==> src/sampler_dram_cfg.svh <==
`ifndef SAMPLER_DRAM_CFG_SVH
`define SAMPLER_DRAM_CFG_SVH

// one address per 128-bit memory word
`define SAMPLER_ADDR_W      24
`define SAMPLER_DATA_W      128

// audio samples packed into each memory word
`define SAMPLER_SAMPLE_W    16
`define SAMPLER_LANES       (`SAMPLER_DATA_W / `SAMPLER_SAMPLE_W) // 8 per word

`define SAMPLER_INSTR_COUNT 3

// requests in flight at the arbiter
`define SAMPLER_TAG_DEPTH   8
// word buffers in loader and voice reader, power of two
`define SAMPLER_BUF_DEPTH   8

`endif
==> src/dram_bus_pkg.sv <==
`default_nettype none
`include "sampler_dram_cfg.svh"

// types seen on the memory request bus, by both clients and the arbiter
package dram_bus_pkg;

    // word address into the DDR3 space
    typedef logic [`SAMPLER_ADDR_W-1:0] mem_addr_t;

    typedef logic [`SAMPLER_DATA_W-1:0] mem_data_t; // one full burst word

    // owner of a request, carried as a tag while the request is in flight
    typedef enum logic {
        CLIENT_LOADER = 1'b0,
        CLIENT_VOICE  = 1'b1
    } client_id_t;

endpackage

`default_nettype wire

==> src/sampler_pkg.sv <==
`default_nettype none
`include "sampler_dram_cfg.svh"

// types of the sampler side: instruments, samples, memory layout
package sampler_pkg;

    typedef logic [$clog2(`SAMPLER_INSTR_COUNT)-1:0] instr_idx_t;

    typedef logic signed [`SAMPLER_SAMPLE_W-1:0] sample_t; // pcm, two's complement

    // position of a sample inside its memory word, lane 0 in the low bits
    typedef logic [$clog2(`SAMPLER_LANES)-1:0] lane_idx_t;

    // entry k is the start of instrument k
    // entry k+1 is one past its last word
    typedef dram_bus_pkg::mem_addr_t [`SAMPLER_INSTR_COUNT:0] offset_table_t;

endpackage

`default_nettype wire

==> src/mem_client_if.sv <==
`timescale 1ns/1ps
`default_nettype none

// one client's port into the memory arbiter
interface mem_client_if;
    import dram_bus_pkg::*;

    logic      req;    // held with its fields until grant
    logic      we;     // 1 write, 0 read
    mem_addr_t addr;
    mem_data_t wdata;
    logic      grant;  // transfer cycle
    logic      ack;    // one per grant, in grant order
    mem_data_t rdata;  // valid with ack on reads

    modport client (
        output req,
        output we,
        output addr,
        output wdata,
        input  grant,
        input  ack,
        input  rdata
    );

    modport arbiter (
        input  req,
        input  we,
        input  addr,
        input  wdata,
        output grant,
        output ack,
        output rdata
    );

endinterface

`default_nettype wire

==> src/sampler_dram_top.sv <==
`timescale 1ns/1ps
`default_nettype none
`include "sampler_dram_cfg.svh"

module sampler_dram_top (
    input  wire                              clk_dram_ctrl,
    input  wire                              rst_dram_ctrl,
    // instrument load stream
    input  wire                              i_load_valid,
    input  var dram_bus_pkg::mem_data_t      i_load_data,
    input  wire                              i_load_last,
    output logic                             o_load_ready,
    output logic                             o_load_done,
    // playback
    input  wire [`SAMPLER_INSTR_COUNT-1:0]   i_trig,
    output sampler_pkg::sample_t             o_sample,
    output logic                             o_sample_valid,
    output sampler_pkg::instr_idx_t          o_voice,
    // pipelined request bus to the ddr3 controller
    output logic                             o_mem_stb,
    output logic                             o_mem_we,
    output dram_bus_pkg::mem_addr_t          o_mem_addr,
    output dram_bus_pkg::mem_data_t          o_mem_wdata,
    input  wire                              i_mem_stall,
    input  wire                              i_mem_ack,
    input  var dram_bus_pkg::mem_data_t      i_mem_rdata
);
    import sampler_pkg::*;

    offset_table_t offsets;   // instrument start addresses

    mem_client_if loader_bus ();
    mem_client_if voice_bus ();

    sample_loader u_loader (
        .clk_dram_ctrl (clk_dram_ctrl),
        .rst_dram_ctrl (rst_dram_ctrl),
        .i_load_valid  (i_load_valid),
        .i_load_data   (i_load_data),
        .i_load_last   (i_load_last),
        .o_load_ready  (o_load_ready),
        .o_load_done   (o_load_done),
        .o_offsets     (offsets),
        .mem           (loader_bus.client)
    );

    voice_reader u_voice (
        .clk_dram_ctrl  (clk_dram_ctrl),
        .rst_dram_ctrl  (rst_dram_ctrl),
        .i_trig         (i_trig),
        .i_load_done    (o_load_done),
        .i_offsets      (offsets),
        .o_sample       (o_sample),
        .o_sample_valid (o_sample_valid),
        .o_voice        (o_voice),
        .mem            (voice_bus.client)
    );

    dram_arbiter u_arbiter (
        .clk_dram_ctrl (clk_dram_ctrl),
        .rst_dram_ctrl (rst_dram_ctrl),
        .loader        (loader_bus.arbiter),
        .voice         (voice_bus.arbiter),
        .o_mem_stb     (o_mem_stb),
        .o_mem_we      (o_mem_we),
        .o_mem_addr    (o_mem_addr),
        .o_mem_wdata   (o_mem_wdata),
        .i_mem_stall   (i_mem_stall),
        .i_mem_ack     (i_mem_ack),
        .i_mem_rdata   (i_mem_rdata)
    );

endmodule

`default_nettype wire

==> src/dram_arbiter.sv <==
`timescale 1ns/1ps
`default_nettype none
`include "sampler_dram_cfg.svh"

// fixed priority, loader over voice, several requests in flight
module dram_arbiter (
    input  wire                         clk_dram_ctrl,
    input  wire                         rst_dram_ctrl,
    mem_client_if.arbiter               loader,
    mem_client_if.arbiter               voice,
    output logic                        o_mem_stb,
    output logic                        o_mem_we,
    output dram_bus_pkg::mem_addr_t     o_mem_addr,
    output dram_bus_pkg::mem_data_t     o_mem_wdata,
    input  wire                         i_mem_stall,
    input  wire                         i_mem_ack,
    input  var dram_bus_pkg::mem_data_t i_mem_rdata
);
    import dram_bus_pkg::*;

    client_id_t sel_id;     // client shown on the bus this cycle
    client_id_t lock_id;
    logic       locked;     // a stalled request keeps its owner
    logic       accept;
    client_id_t ack_id;     // owner of the oldest request in flight
    logic       tag_empty;
    logic       tag_full;

    always_comb begin
        if (locked) begin
            sel_id = lock_id;
        end else if (loader.req) begin
            sel_id = CLIENT_LOADER;
        end else begin
            sel_id = CLIENT_VOICE;
        end
    end

    // no new request once every tag slot is taken
    assign o_mem_stb   = (loader.req || voice.req) && !tag_full;
    assign o_mem_we    = (sel_id == CLIENT_LOADER) ? loader.we    : voice.we;
    assign o_mem_addr  = (sel_id == CLIENT_LOADER) ? loader.addr  : voice.addr;
    assign o_mem_wdata = (sel_id == CLIENT_LOADER) ? loader.wdata : voice.wdata;

    assign accept       = o_mem_stb && !i_mem_stall;
    assign loader.grant = accept && (sel_id == CLIENT_LOADER);
    assign voice.grant  = accept && (sel_id == CLIENT_VOICE);

    always_ff @(posedge clk_dram_ctrl) begin
        if (rst_dram_ctrl) begin
            locked  <= 1'b0;
            lock_id <= CLIENT_LOADER;
        end else begin
            locked  <= o_mem_stb && i_mem_stall;
            lock_id <= sel_id;
        end
    end

    sync_fifo #(
        .T     (client_id_t),
        .DEPTH (`SAMPLER_TAG_DEPTH)
    ) tag_fifo (
        .clk_dram_ctrl (clk_dram_ctrl),
        .rst_dram_ctrl (rst_dram_ctrl),
        .i_push        (accept),
        .i_data        (sel_id),
        .i_pop         (i_mem_ack),
        .o_data        (ack_id),
        .o_empty       (tag_empty),
        .o_full        (tag_full)
    );

    // acks return in request order, so the head tag names the owner
    assign loader.ack   = i_mem_ack && !tag_empty && (ack_id == CLIENT_LOADER);
    assign voice.ack    = i_mem_ack && !tag_empty && (ack_id == CLIENT_VOICE);
    assign loader.rdata = i_mem_rdata;
    assign voice.rdata  = i_mem_rdata;

endmodule

`default_nettype wire

==> src/voice_reader.sv <==
`timescale 1ns/1ps
`default_nettype none
`include "sampler_dram_cfg.svh"

// plays one instrument per trigger: reads its words, splits them into samples
module voice_reader (
    input  wire                              clk_dram_ctrl,
    input  wire                              rst_dram_ctrl,
    input  wire [`SAMPLER_INSTR_COUNT-1:0]   i_trig,
    input  wire                              i_load_done,
    input  var sampler_pkg::offset_table_t   i_offsets,
    output sampler_pkg::sample_t             o_sample,
    output logic                             o_sample_valid,
    output sampler_pkg::instr_idx_t          o_voice,
    mem_client_if.client                     mem
);
    import dram_bus_pkg::*;
    import sampler_pkg::*;

    localparam int        CRED_W    = $clog2(`SAMPLER_BUF_DEPTH + 1);
    localparam lane_idx_t LAST_LANE = lane_idx_t'(`SAMPLER_LANES - 1);

    logic              busy;
    logic              start;
    instr_idx_t        trig_idx;    // lowest set trigger bit
    mem_addr_t         rd_addr;     // next word to request
    mem_addr_t         end_addr;    // one past the instrument
    logic              issued_all;
    logic [CRED_W-1:0] credits;     // reads in flight plus buffered words
    mem_data_t         word_head;
    logic              word_empty;
    logic              load_word;
    mem_data_t         shreg;
    lane_idx_t         lane;
    logic              sh_valid;

    always_comb begin
        trig_idx = '0;
        for (int i = `SAMPLER_INSTR_COUNT - 1; i >= 0; i--) begin
            if (i_trig[i]) trig_idx = instr_idx_t'(i);
        end
    end

    assign start      = !busy && i_load_done && (|i_trig);  // otherwise dropped
    assign issued_all = (rd_addr == end_addr);

    // credits only fall while a request waits, so req stays up until grant
    assign mem.req   = busy && !issued_all && (credits < CRED_W'(`SAMPLER_BUF_DEPTH));
    assign mem.we    = 1'b0;
    assign mem.addr  = rd_addr;
    assign mem.wdata = '0;

    always_ff @(posedge clk_dram_ctrl) begin
        if (rst_dram_ctrl) begin
            busy     <= 1'b0;
            o_voice  <= '0;
            rd_addr  <= '0;
            end_addr <= '0;
            credits  <= '0;
        end else begin
            if (start) begin
                busy     <= 1'b1;
                o_voice  <= trig_idx;
                rd_addr  <= i_offsets[trig_idx];
                end_addr <= i_offsets[trig_idx + 1'b1];
            end else if (busy && issued_all && credits == '0 && !sh_valid) begin
                busy <= 1'b0;  // last sample gone
            end
            if (mem.grant) rd_addr <= rd_addr + 1'b1;
            case ({mem.grant, load_word})
                2'b10:   credits <= credits + 1'b1;
                2'b01:   credits <= credits - 1'b1;
                default: ;
            endcase
        end
    end

    sync_fifo #(
        .T     (mem_data_t),
        .DEPTH (`SAMPLER_BUF_DEPTH)
    ) word_fifo (
        .clk_dram_ctrl (clk_dram_ctrl),
        .rst_dram_ctrl (rst_dram_ctrl),
        .i_push        (mem.ack),
        .i_data        (mem.rdata),
        .i_pop         (load_word),
        .o_data        (word_head),
        .o_empty       (word_empty),
        .o_full        ()
    );

    // next word goes in as lane 7 of the current one leaves
    assign load_word = !word_empty && (!sh_valid || lane == LAST_LANE);

    always_ff @(posedge clk_dram_ctrl) begin
        if (rst_dram_ctrl) begin
            sh_valid <= 1'b0;
            lane     <= '0;
        end else if (load_word) begin
            sh_valid <= 1'b1;
            lane     <= '0;
        end else if (sh_valid) begin
            lane <= lane + 1'b1;
            if (lane == LAST_LANE) sh_valid <= 1'b0;
        end
    end

    always_ff @(posedge clk_dram_ctrl) begin
        if (load_word) begin
            shreg <= word_head;
        end else if (sh_valid) begin
            shreg <= shreg >> `SAMPLER_SAMPLE_W;  // lane 0 first
        end
    end

    assign o_sample       = sample_t'(shreg[`SAMPLER_SAMPLE_W-1:0]);
    assign o_sample_valid = sh_valid;

endmodule

`default_nettype wire

==> src/sample_loader.sv <==
`timescale 1ns/1ps
`default_nettype none
`include "sampler_dram_cfg.svh"

// writes the instrument stream to memory from address 0 and records where each starts
module sample_loader (
    input  wire                        clk_dram_ctrl,
    input  wire                        rst_dram_ctrl,
    input  wire                        i_load_valid,
    input  var dram_bus_pkg::mem_data_t i_load_data,
    input  wire                        i_load_last,
    output logic                       o_load_ready,
    output logic                       o_load_done,
    output sampler_pkg::offset_table_t o_offsets,
    mem_client_if.client               mem
);
    import dram_bus_pkg::*;

    localparam int LAST_W = $clog2(`SAMPLER_INSTR_COUNT + 1);
    localparam int PEND_W = $clog2(`SAMPLER_TAG_DEPTH + 1);

    typedef struct packed {
        logic      last;
        mem_data_t data;
    } beat_t;

    beat_t             in_beat;
    beat_t             head;
    logic              buf_empty;
    logic              buf_full;
    logic              stream_open;   // low in reset and after the last instrument
    logic              take;
    logic [LAST_W-1:0] in_lasts;
    logic [LAST_W-1:0] in_lasts_nxt;
    logic [LAST_W-1:0] out_lasts;     // instruments fully written
    logic [PEND_W-1:0] pending;       // writes granted, not yet acked
    mem_addr_t         wr_addr;

    assign o_load_ready = stream_open && !buf_full;
    assign take         = i_load_valid && o_load_ready;
    assign in_beat      = '{last: i_load_last, data: i_load_data};
    assign in_lasts_nxt = in_lasts + LAST_W'(take && i_load_last);

    always_ff @(posedge clk_dram_ctrl) begin
        if (rst_dram_ctrl) begin
            stream_open <= 1'b0;
            in_lasts    <= '0;
        end else begin
            stream_open <= (in_lasts_nxt < LAST_W'(`SAMPLER_INSTR_COUNT));
            in_lasts    <= in_lasts_nxt;
        end
    end

    sync_fifo #(
        .T     (beat_t),
        .DEPTH (`SAMPLER_BUF_DEPTH)
    ) beat_fifo (
        .clk_dram_ctrl (clk_dram_ctrl),
        .rst_dram_ctrl (rst_dram_ctrl),
        .i_push        (take),
        .i_data        (in_beat),
        .i_pop         (mem.grant),
        .o_data        (head),
        .o_empty       (buf_empty),
        .o_full        (buf_full)
    );

    assign mem.req   = !buf_empty;
    assign mem.we    = 1'b1;
    assign mem.addr  = wr_addr;
    assign mem.wdata = head.data;

    always_ff @(posedge clk_dram_ctrl) begin
        if (rst_dram_ctrl) begin
            wr_addr     <= '0;
            out_lasts   <= '0;
            pending     <= '0;
            o_load_done <= 1'b0;
            o_offsets   <= '0;  // entry 0 stays at address 0
        end else begin
            if (mem.grant) begin
                wr_addr <= wr_addr + 1'b1;
                if (head.last) begin
                    // next instrument starts right after this word
                    o_offsets[out_lasts + 1'b1] <= wr_addr + 1'b1;
                    out_lasts                   <= out_lasts + 1'b1;
                end
            end
            case ({mem.grant, mem.ack})
                2'b10:   pending <= pending + 1'b1;
                2'b01:   pending <= pending - 1'b1;
                default: ;
            endcase
            if (out_lasts == LAST_W'(`SAMPLER_INSTR_COUNT) && pending == '0) begin
                o_load_done <= 1'b1;  // every write acknowledged
            end
        end
    end

endmodule

`default_nettype wire

==> src/sync_fifo.sv <==
`timescale 1ns/1ps
`default_nettype none
`include "sampler_dram_cfg.svh"

// register-array fifo, head visible on o_data without a pop
module sync_fifo #(
    parameter type T     = logic [7:0],
    parameter int  DEPTH = `SAMPLER_BUF_DEPTH  // power of two
) (
    input  wire  clk_dram_ctrl,
    input  wire  rst_dram_ctrl,
    input  wire  i_push,
    input  var T i_data,
    input  wire  i_pop,
    output T     o_data,
    output logic o_empty,
    output logic o_full
);
    localparam int AW = $clog2(DEPTH);

    T              mem [DEPTH];
    logic [AW-1:0] wr_ptr;
    logic [AW-1:0] rd_ptr;
    logic [AW:0]   count;
    logic          do_push;
    logic          do_pop;

    assign o_empty = (count == '0);
    assign o_full  = (count == (AW+1)'(DEPTH));
    assign do_push = i_push && !o_full;
    assign do_pop  = i_pop && !o_empty;
    assign o_data  = mem[rd_ptr];

    always_ff @(posedge clk_dram_ctrl) begin
        if (do_push) begin
            mem[wr_ptr] <= i_data;
        end
    end

    always_ff @(posedge clk_dram_ctrl) begin
        if (rst_dram_ctrl) begin
            wr_ptr <= '0;
            rd_ptr <= '0;
            count  <= '0;
        end else begin
            if (do_push) wr_ptr <= wr_ptr + 1'b1; // wraps at DEPTH
            if (do_pop)  rd_ptr <= rd_ptr + 1'b1;
            case ({do_push, do_pop})
                2'b10:   count <= count + 1'b1;
                2'b01:   count <= count - 1'b1;
                default: ;  // both or neither
            endcase
        end
    end

endmodule

`default_nettype wire

==> config.mk <==
export PLATFORM = sky130hd
export DESIGN_NAME = sampler_dram_top
export DESIGN_NICKNAME = d
export VERILOG_FILES = /design/src/dram_bus_pkg.sv /design/src/sampler_pkg.sv /design/src/mem_client_if.sv /design/src/sampler_dram_top.sv /design/src/dram_arbiter.sv /design/src/voice_reader.sv /design/src/sample_loader.sv /design/src/sync_fifo.sv
export VERILOG_INCLUDE_DIRS = /design/src
export SDC_FILE = /design/constraint.sdc
export NUM_CORES = 2
export LEC_CHECK = 0
export BUFFER_PORTS_ARGS = -buffer_cell sky130_fd_sc_hd__buf_2
export CAP_MARGIN = 20
export CORE_MARGIN = 1.5
export CORE_UTILIZATION = 51
export DETAILED_ROUTE_END_ITERATION = 10
export PLACE_DENSITY = 0.65
export REMOVE_ABC_BUFFERS = 1
export SETUP_SLACK_MARGIN = 0.3
export SLEW_MARGIN = 25
export SYNTH_ARGS = -nofsm -noshare
export SYNTH_HDL_FRONTEND = slang
export SYNTH_HIERARCHICAL = 1
export SYNTH_SLANG_ARGS = --single-unit
==> constraint.sdc <==
create_clock -name clk_dram_ctrl -period 20.4 [get_ports clk_dram_ctrl]
set_input_delay 1.02 -clock clk_dram_ctrl [delete_from_list [all_inputs] [get_ports clk_dram_ctrl]]
set_output_delay 1.02 -clock clk_dram_ctrl [all_outputs]
set_load 0.01 [all_outputs]
Word-level counts from Yosys, hierarchy flattened. Memory sizes are Yosys's and may differ from the RTL's. A register that Yosys moved wholly into a read port is not among the register bits. Index checks and enable logic that the tools add are counted.

Bits in registers: 349. Memory bits (writable): 2064. Input port bits: 265. Output and inout port bits: 175. Logic and storage cells: 173. Memories kept: 3.

Add/sub/neg operators: 22. Magnitude comparators: 6. Equal/unequal tests: 16. Multiplexer cells: 41. Bitwise logic cells: 2. Reduce and logical (&&, ||, !) cells: 54.

Memories: u_loader.beat_fifo.mem (words 8, width 129, read ports 1, clocked after memory_dff 1, wr ports 1, line sync_fifo.sv:21) `T mem [DEPTH];`; u_voice.word_fifo.mem (words 8, width 128, read ports 1, clocked after memory_dff 1, wr ports 1, line sync_fifo.sv:21); u_arbiter.tag_fifo.mem (words 8, width 1, read ports 1, clocked after memory_dff 1, wr ports 1, line sync_fifo.sv:21).

Operators by type and width (count): 2-to-1 mux 128 bit (3); 2-to-1 mux 24 bit (6); binary-select mux 24 bit (select 2 bit) (2); bitwise mux 96 bit (1); adder 24 x 1 -> 24 bit, second input constant (2); demux 24 bit (select 2 bit) (1); one-hot mux 4 bit (2 select lines) (5); logical AND 1 bit (26); == test 24 bit (1); adder 3 x 1 -> 3 bit, second input constant (7); adder 4 x 1 -> 4 bit, second input constant (5); logical NOT 4 bit (5); subtractor 4 x 1 -> 4 bit, second input constant (5); 2-to-1 mux 3 bit (6); nonzero test 2 bit (8); 2-to-1 mux 1 bit (14); == test 2 bit, second input constant (6); == test 4 bit, second input constant (3); == test 2 x 1 -> 1 bit, second input constant (5); logical NOT 1 bit (10); < comparator 2 x 3 -> 1 bit, second input constant (3); 2-to-1 mux 2 bit (3); adder 2 x 1 -> 2 bit, second input constant (2); < comparator 4 bit, second input constant (1); 9 further kinds (11).

Logic depth before layout (Yosys ltp).
Depth after elaboration: 11. Depth in mapped cells: 18. Gate-level depth less buffers: 16.

By module. The synthesis kept the hierarchy.

By module, submodules not included: sync_fifo (u_loader.beat_fifo) (times used 1, cells each 1565, area each 39819.4 um^2, sequential area each 31250.0 um^2); sync_fifo (u_voice.word_fifo) (times used 1, cells each 1553, area each 39557.9 um^2, sequential area each 31009.7 um^2); voice_reader (times used 1, cells each 939, area each 10244.8 um^2, sequential area each 5024.8 um^2); sample_loader (times used 1, cells each 596, area each 5547.8 um^2, sequential area each 2602.5 um^2); dram_arbiter (times used 1, cells each 441, area each 4001.3 um^2, sequential area each 40.0 um^2); sync_fifo (u_arbiter.tag_fifo) (times used 1, cells each 85, area each 1011.0 um^2, sequential area each 500.5 um^2).

Worst setup path before layout. OpenSTA, ideal clock, no wires.

Kind: register -> register. Start point: register u_loader.beat_fifo.count[1]. End point: memory u_loader/beat_fifo/mem[0][0] in the netlist's numbering (enable). Library setup time: 0.933 ns. Arrival time: 13.522 ns. Data required time: 19.467 ns. Slack: 5.944 ns. Stages on the path, launching flop included: 9. Buffers on the path: 2. Period minus slack after synthesis: 14.456 ns. Cell sequence: dfxtp_1 buf_2 or4b_1 clkbuf_1 inv_1 nor2b_1 and2_1 nand2_2 nor4_1.

Word-level cells in the longest chain between the ends: 7.

RTL lines: start: declaration (line sync_fifo.sv:24) `logic [AW:0] count;`; start signal: assignment (line sync_fifo.sv:49) `2'b10: count <= count + 1'b1;`; start signal: assignment (line sync_fifo.sv:50) `2'b01: count <= count - 1'b1;`; == test 4 bit (line sync_fifo.sv:29) `assign o_full = (count == (AW+1)'(DEPTH));`; named net u_loader.buf_full (line sample_loader.sv:30) `logic buf_full;`; logical NOT 1 bit (line sample_loader.sv:39) `assign o_load_ready = stream_open && !buf_full;`; logical AND 1 bit (line sample_loader.sv:39); named net o_load_ready (line sampler_dram_top.sv:12) `output logic o_load_ready,`; logical AND 1 bit (line sample_loader.sv:40) `assign take = i_load_valid && o_load_ready;`; named net u_loader.take (line sample_loader.sv:32) `logic take;`; logical AND 1 bit (line sync_fifo.sv:30) `assign do_push = i_push && !o_full;`; 2-to-1 mux 1 bit (line sync_fifo.sv:35) `if (do_push) begin`; 2-to-1 mux 1 bit (implied by the code) (line sync_fifo.sv:36) `mem[wr_ptr] <= i_data;`; end: declaration (line sync_fifo.sv:21).

The timed path passes the listed nets, and every way through them passes these cells.

==> flow_summary.toml <==
[floorplan]
ios = 440
die_area_mm2 = 0.197
initial_core_util_pct = 51.4
core_area_mm2 = 0.193
die_w_um = 444
dieHeight_um = 444
rows = 161

[placed_design]
gp_congestion = 0.848
dp_hpwl_um = 110000
port_buffers = 439
post_dp_cell_area_mm2 = 0.102

[clocking]
clock_latency_ns = 0.88
cts_hold_buf = 0
h-tree-depth = 4
cts_setup_buffers = 0
cts_resized = 0
numCtsBuffers = 238
path_clk_slew_ns = 0.06
clock-root-buffer = "clkbuf_16"
clock_sinks = 2422
cts_tree = "built"
clockBufferDepth = 3

[setup_path]
cp-end-kind = "primary output"
required_ns = 19.38
start_kind = "register"
crit_cells = 8
critical_path.top_delay_family = "buffers and inverters"
path_class = "register to primary output"
crit_buf_inv = 5
r2r_cells = 9
crit_top_cell = "buf_4"
r2r_setup_slack_ns = 15.60
cp_slowest_cell = "buf_4"
crit_path_end = "o_mem_wdata[11]"
r2r-start = "u_loader/beat_fifo/count[0]$_SDFFE_PP0P_"
cp.arrival_ns = 6.10
rr_endpoint = "u_loader/beat_fifo/mem[6][109]$_DFFE_PP_"
max_stage_delay_ns = 0.83
cp_max_fo = 56
cp_cell_sequence = "buf_4 -> buf_4 -> buf_6 -> buf_4 -> mux4_1 -> mux2_2 -> mux2_1 -> buf_2"

[detailed_routing]
drt_first_pass_iters = 6
via_per_inst = 5.80
antenna_left = 0
vias = 47100
drt_wl_total_um = 205000
route.detailed.drc = 0
wl_per_cell_um = 25.2
drtIter0Drc = 3418

[pwr]
leakage_nw = 35.1
power_frac_comb_pct = 10.0
ir_drop_v = 0.0000824
internal_power_w = 0.00863
power_density_mw_per_mm2 = 102
netSwitchingFraction_pct = 22.7
clkPwrFrac_pct = 38.0
p_sw_w = 0.00254
power_frac_seq_pct = 52.1

[global_route]
antenna_found_initial = 95
grt_pass1_vias = 48900
grt_remaining_overflow = 0
track_usage_pct = 20.8
grt_pass1_wl_um = 307000
grt_max_degree = 154

[sta]
finClkSkew_ns = 0.0712
tightestPinTransition_ns = 1.11
fin_crit_sh_pct = 34.9
maxSlewHeadroom_pct = 25.9
final.setup.tns_ns = 0
rsz0062_at_grt = "no"
max_freq_mhz = 141
finalHoldViolations = 0
setup_viol = 0
fin_crit_ns = 7.12
final_max_slew_viol_count = 0

[finish]
drive_gt1_share_pct = 30.5
final_cell_mix = "edfxtp_1 (2192), buf_2 (438), mux2_2 (434)"
nets = 5670
area_delta_synth_final_pct = 10.4
stdcell_area_mm2 = 0.110
final_common_cell = "edfxtp_1"

[synth]
syn_avg_cell_area_um2 = 19.6
syn-cell-area_mm2 = 0.0992
postSynthCellCount = 5050
synth-warning-count = 6

[worst_hold_path]
min_path_type = "input pin to register"

[status]
status = "finished, final reports clean"

[run]
maxCapViolations = 0
per-layer routing:
layer	global-route usage, %	routed length [um]
met2	36.2	104000
met5	0	381
met4	6.32	5900
met1	26.3	83100
met3	4.23	11400
worst min-delay path by stage:
stage                                         from                                       to  cells past startpoint
5_1_grt                           i_mem_rdata[116]  u_voice/word_fifo/mem[7][116]$_DFFE_PP_                      1
2_1_floorplan  u_loader/o_offsets[73]$_SDFFE_PP0P_      u_loader/o_offsets[73]$_SDFFE_PP0P_                      2
4_1_cts                            i_mem_rdata[42]   u_voice/word_fifo/mem[0][42]$_DFFE_PP_                      1
3_3_place_gp       u_voice/o_voice[0]$_SDFFE_PP0P_          u_voice/o_voice[0]$_SDFFE_PP0P_                      2
6_report                           i_mem_rdata[30]   u_voice/word_fifo/mem[5][30]$_DFFE_PP_                      1
3_5_place_dp       u_voice/o_voice[0]$_SDFFE_PP0P_          u_voice/o_voice[0]$_SDFFE_PP0P_                      2
final cells by class:
type / instances / area (um^2)
inverter: 11 / 41.3
antenna: 21 / 52.6
tap: 2526 / 3160
multi-input combinational: 2183 / 25200
clock buffer: 302 / 6270
sequential: 2422 / 70500
clock inverter: 144 / 1380
timing repair buffer: 518 / 3000
fill: 14400 / 83400
power by group through the flow:
stage	Combinational (W)	Clock (W)	Sequential (W)
after floorplan	0.000770	0	0.00598
final	0.00111	0.00424	0.00582
after global routing	0.00121	0.00453	0.00583
after CTS	0.00113	0.00435	0.00582
after detailed placement	0.00112	0	0.00592
after global placement	0.00111	0	0.00592
through the flow:
stage | instances | hold slack [ns] | power [W] | worst slack (ns) | util [%]
2_1_floorplan | 4616 | 0.430 | 0.00675 | 6.00 | -
3_3_place_gp | 7657 | 0.444 | 0.00703 | 13.71 | 52.7
3_5_place_dp | 7657 | 0.461 | 0.00705 | 13.68 | 52.7
4_1_cts | 8103 | 0.317 | 0.0113 | 12.73 | 56.7
5_1_grt | 8116 | 0.352 | 0.0116 | 12.80 | 56.8
6_report | 8127 | 0.409 | 0.0112 | 13.28 | 56.8
flip-flops by register name, indices dropped and copies added, names as in the netlist, 4 cells and up, named ones only:
signal / cells
u_voice/credits: 4
u_voice/shreg: 128
u_loader/beat_fifo/mem: 1032
u_voice/word_fifo/count: 4
u_voice/end_addr: 24
u_loader/mem.addr: 24
u_voice/mem.addr: 24
u_arbiter/tag_fifo/count: 4
u_loader/pending: 4
u_arbiter/tag_fifo/mem: 8
u_voice/word_fifo/mem: 1024
u_loader/o_offsets: 96
u_loader/beat_fifo/count: 4
No activity file was read; power rests on OpenSTA's default activity.
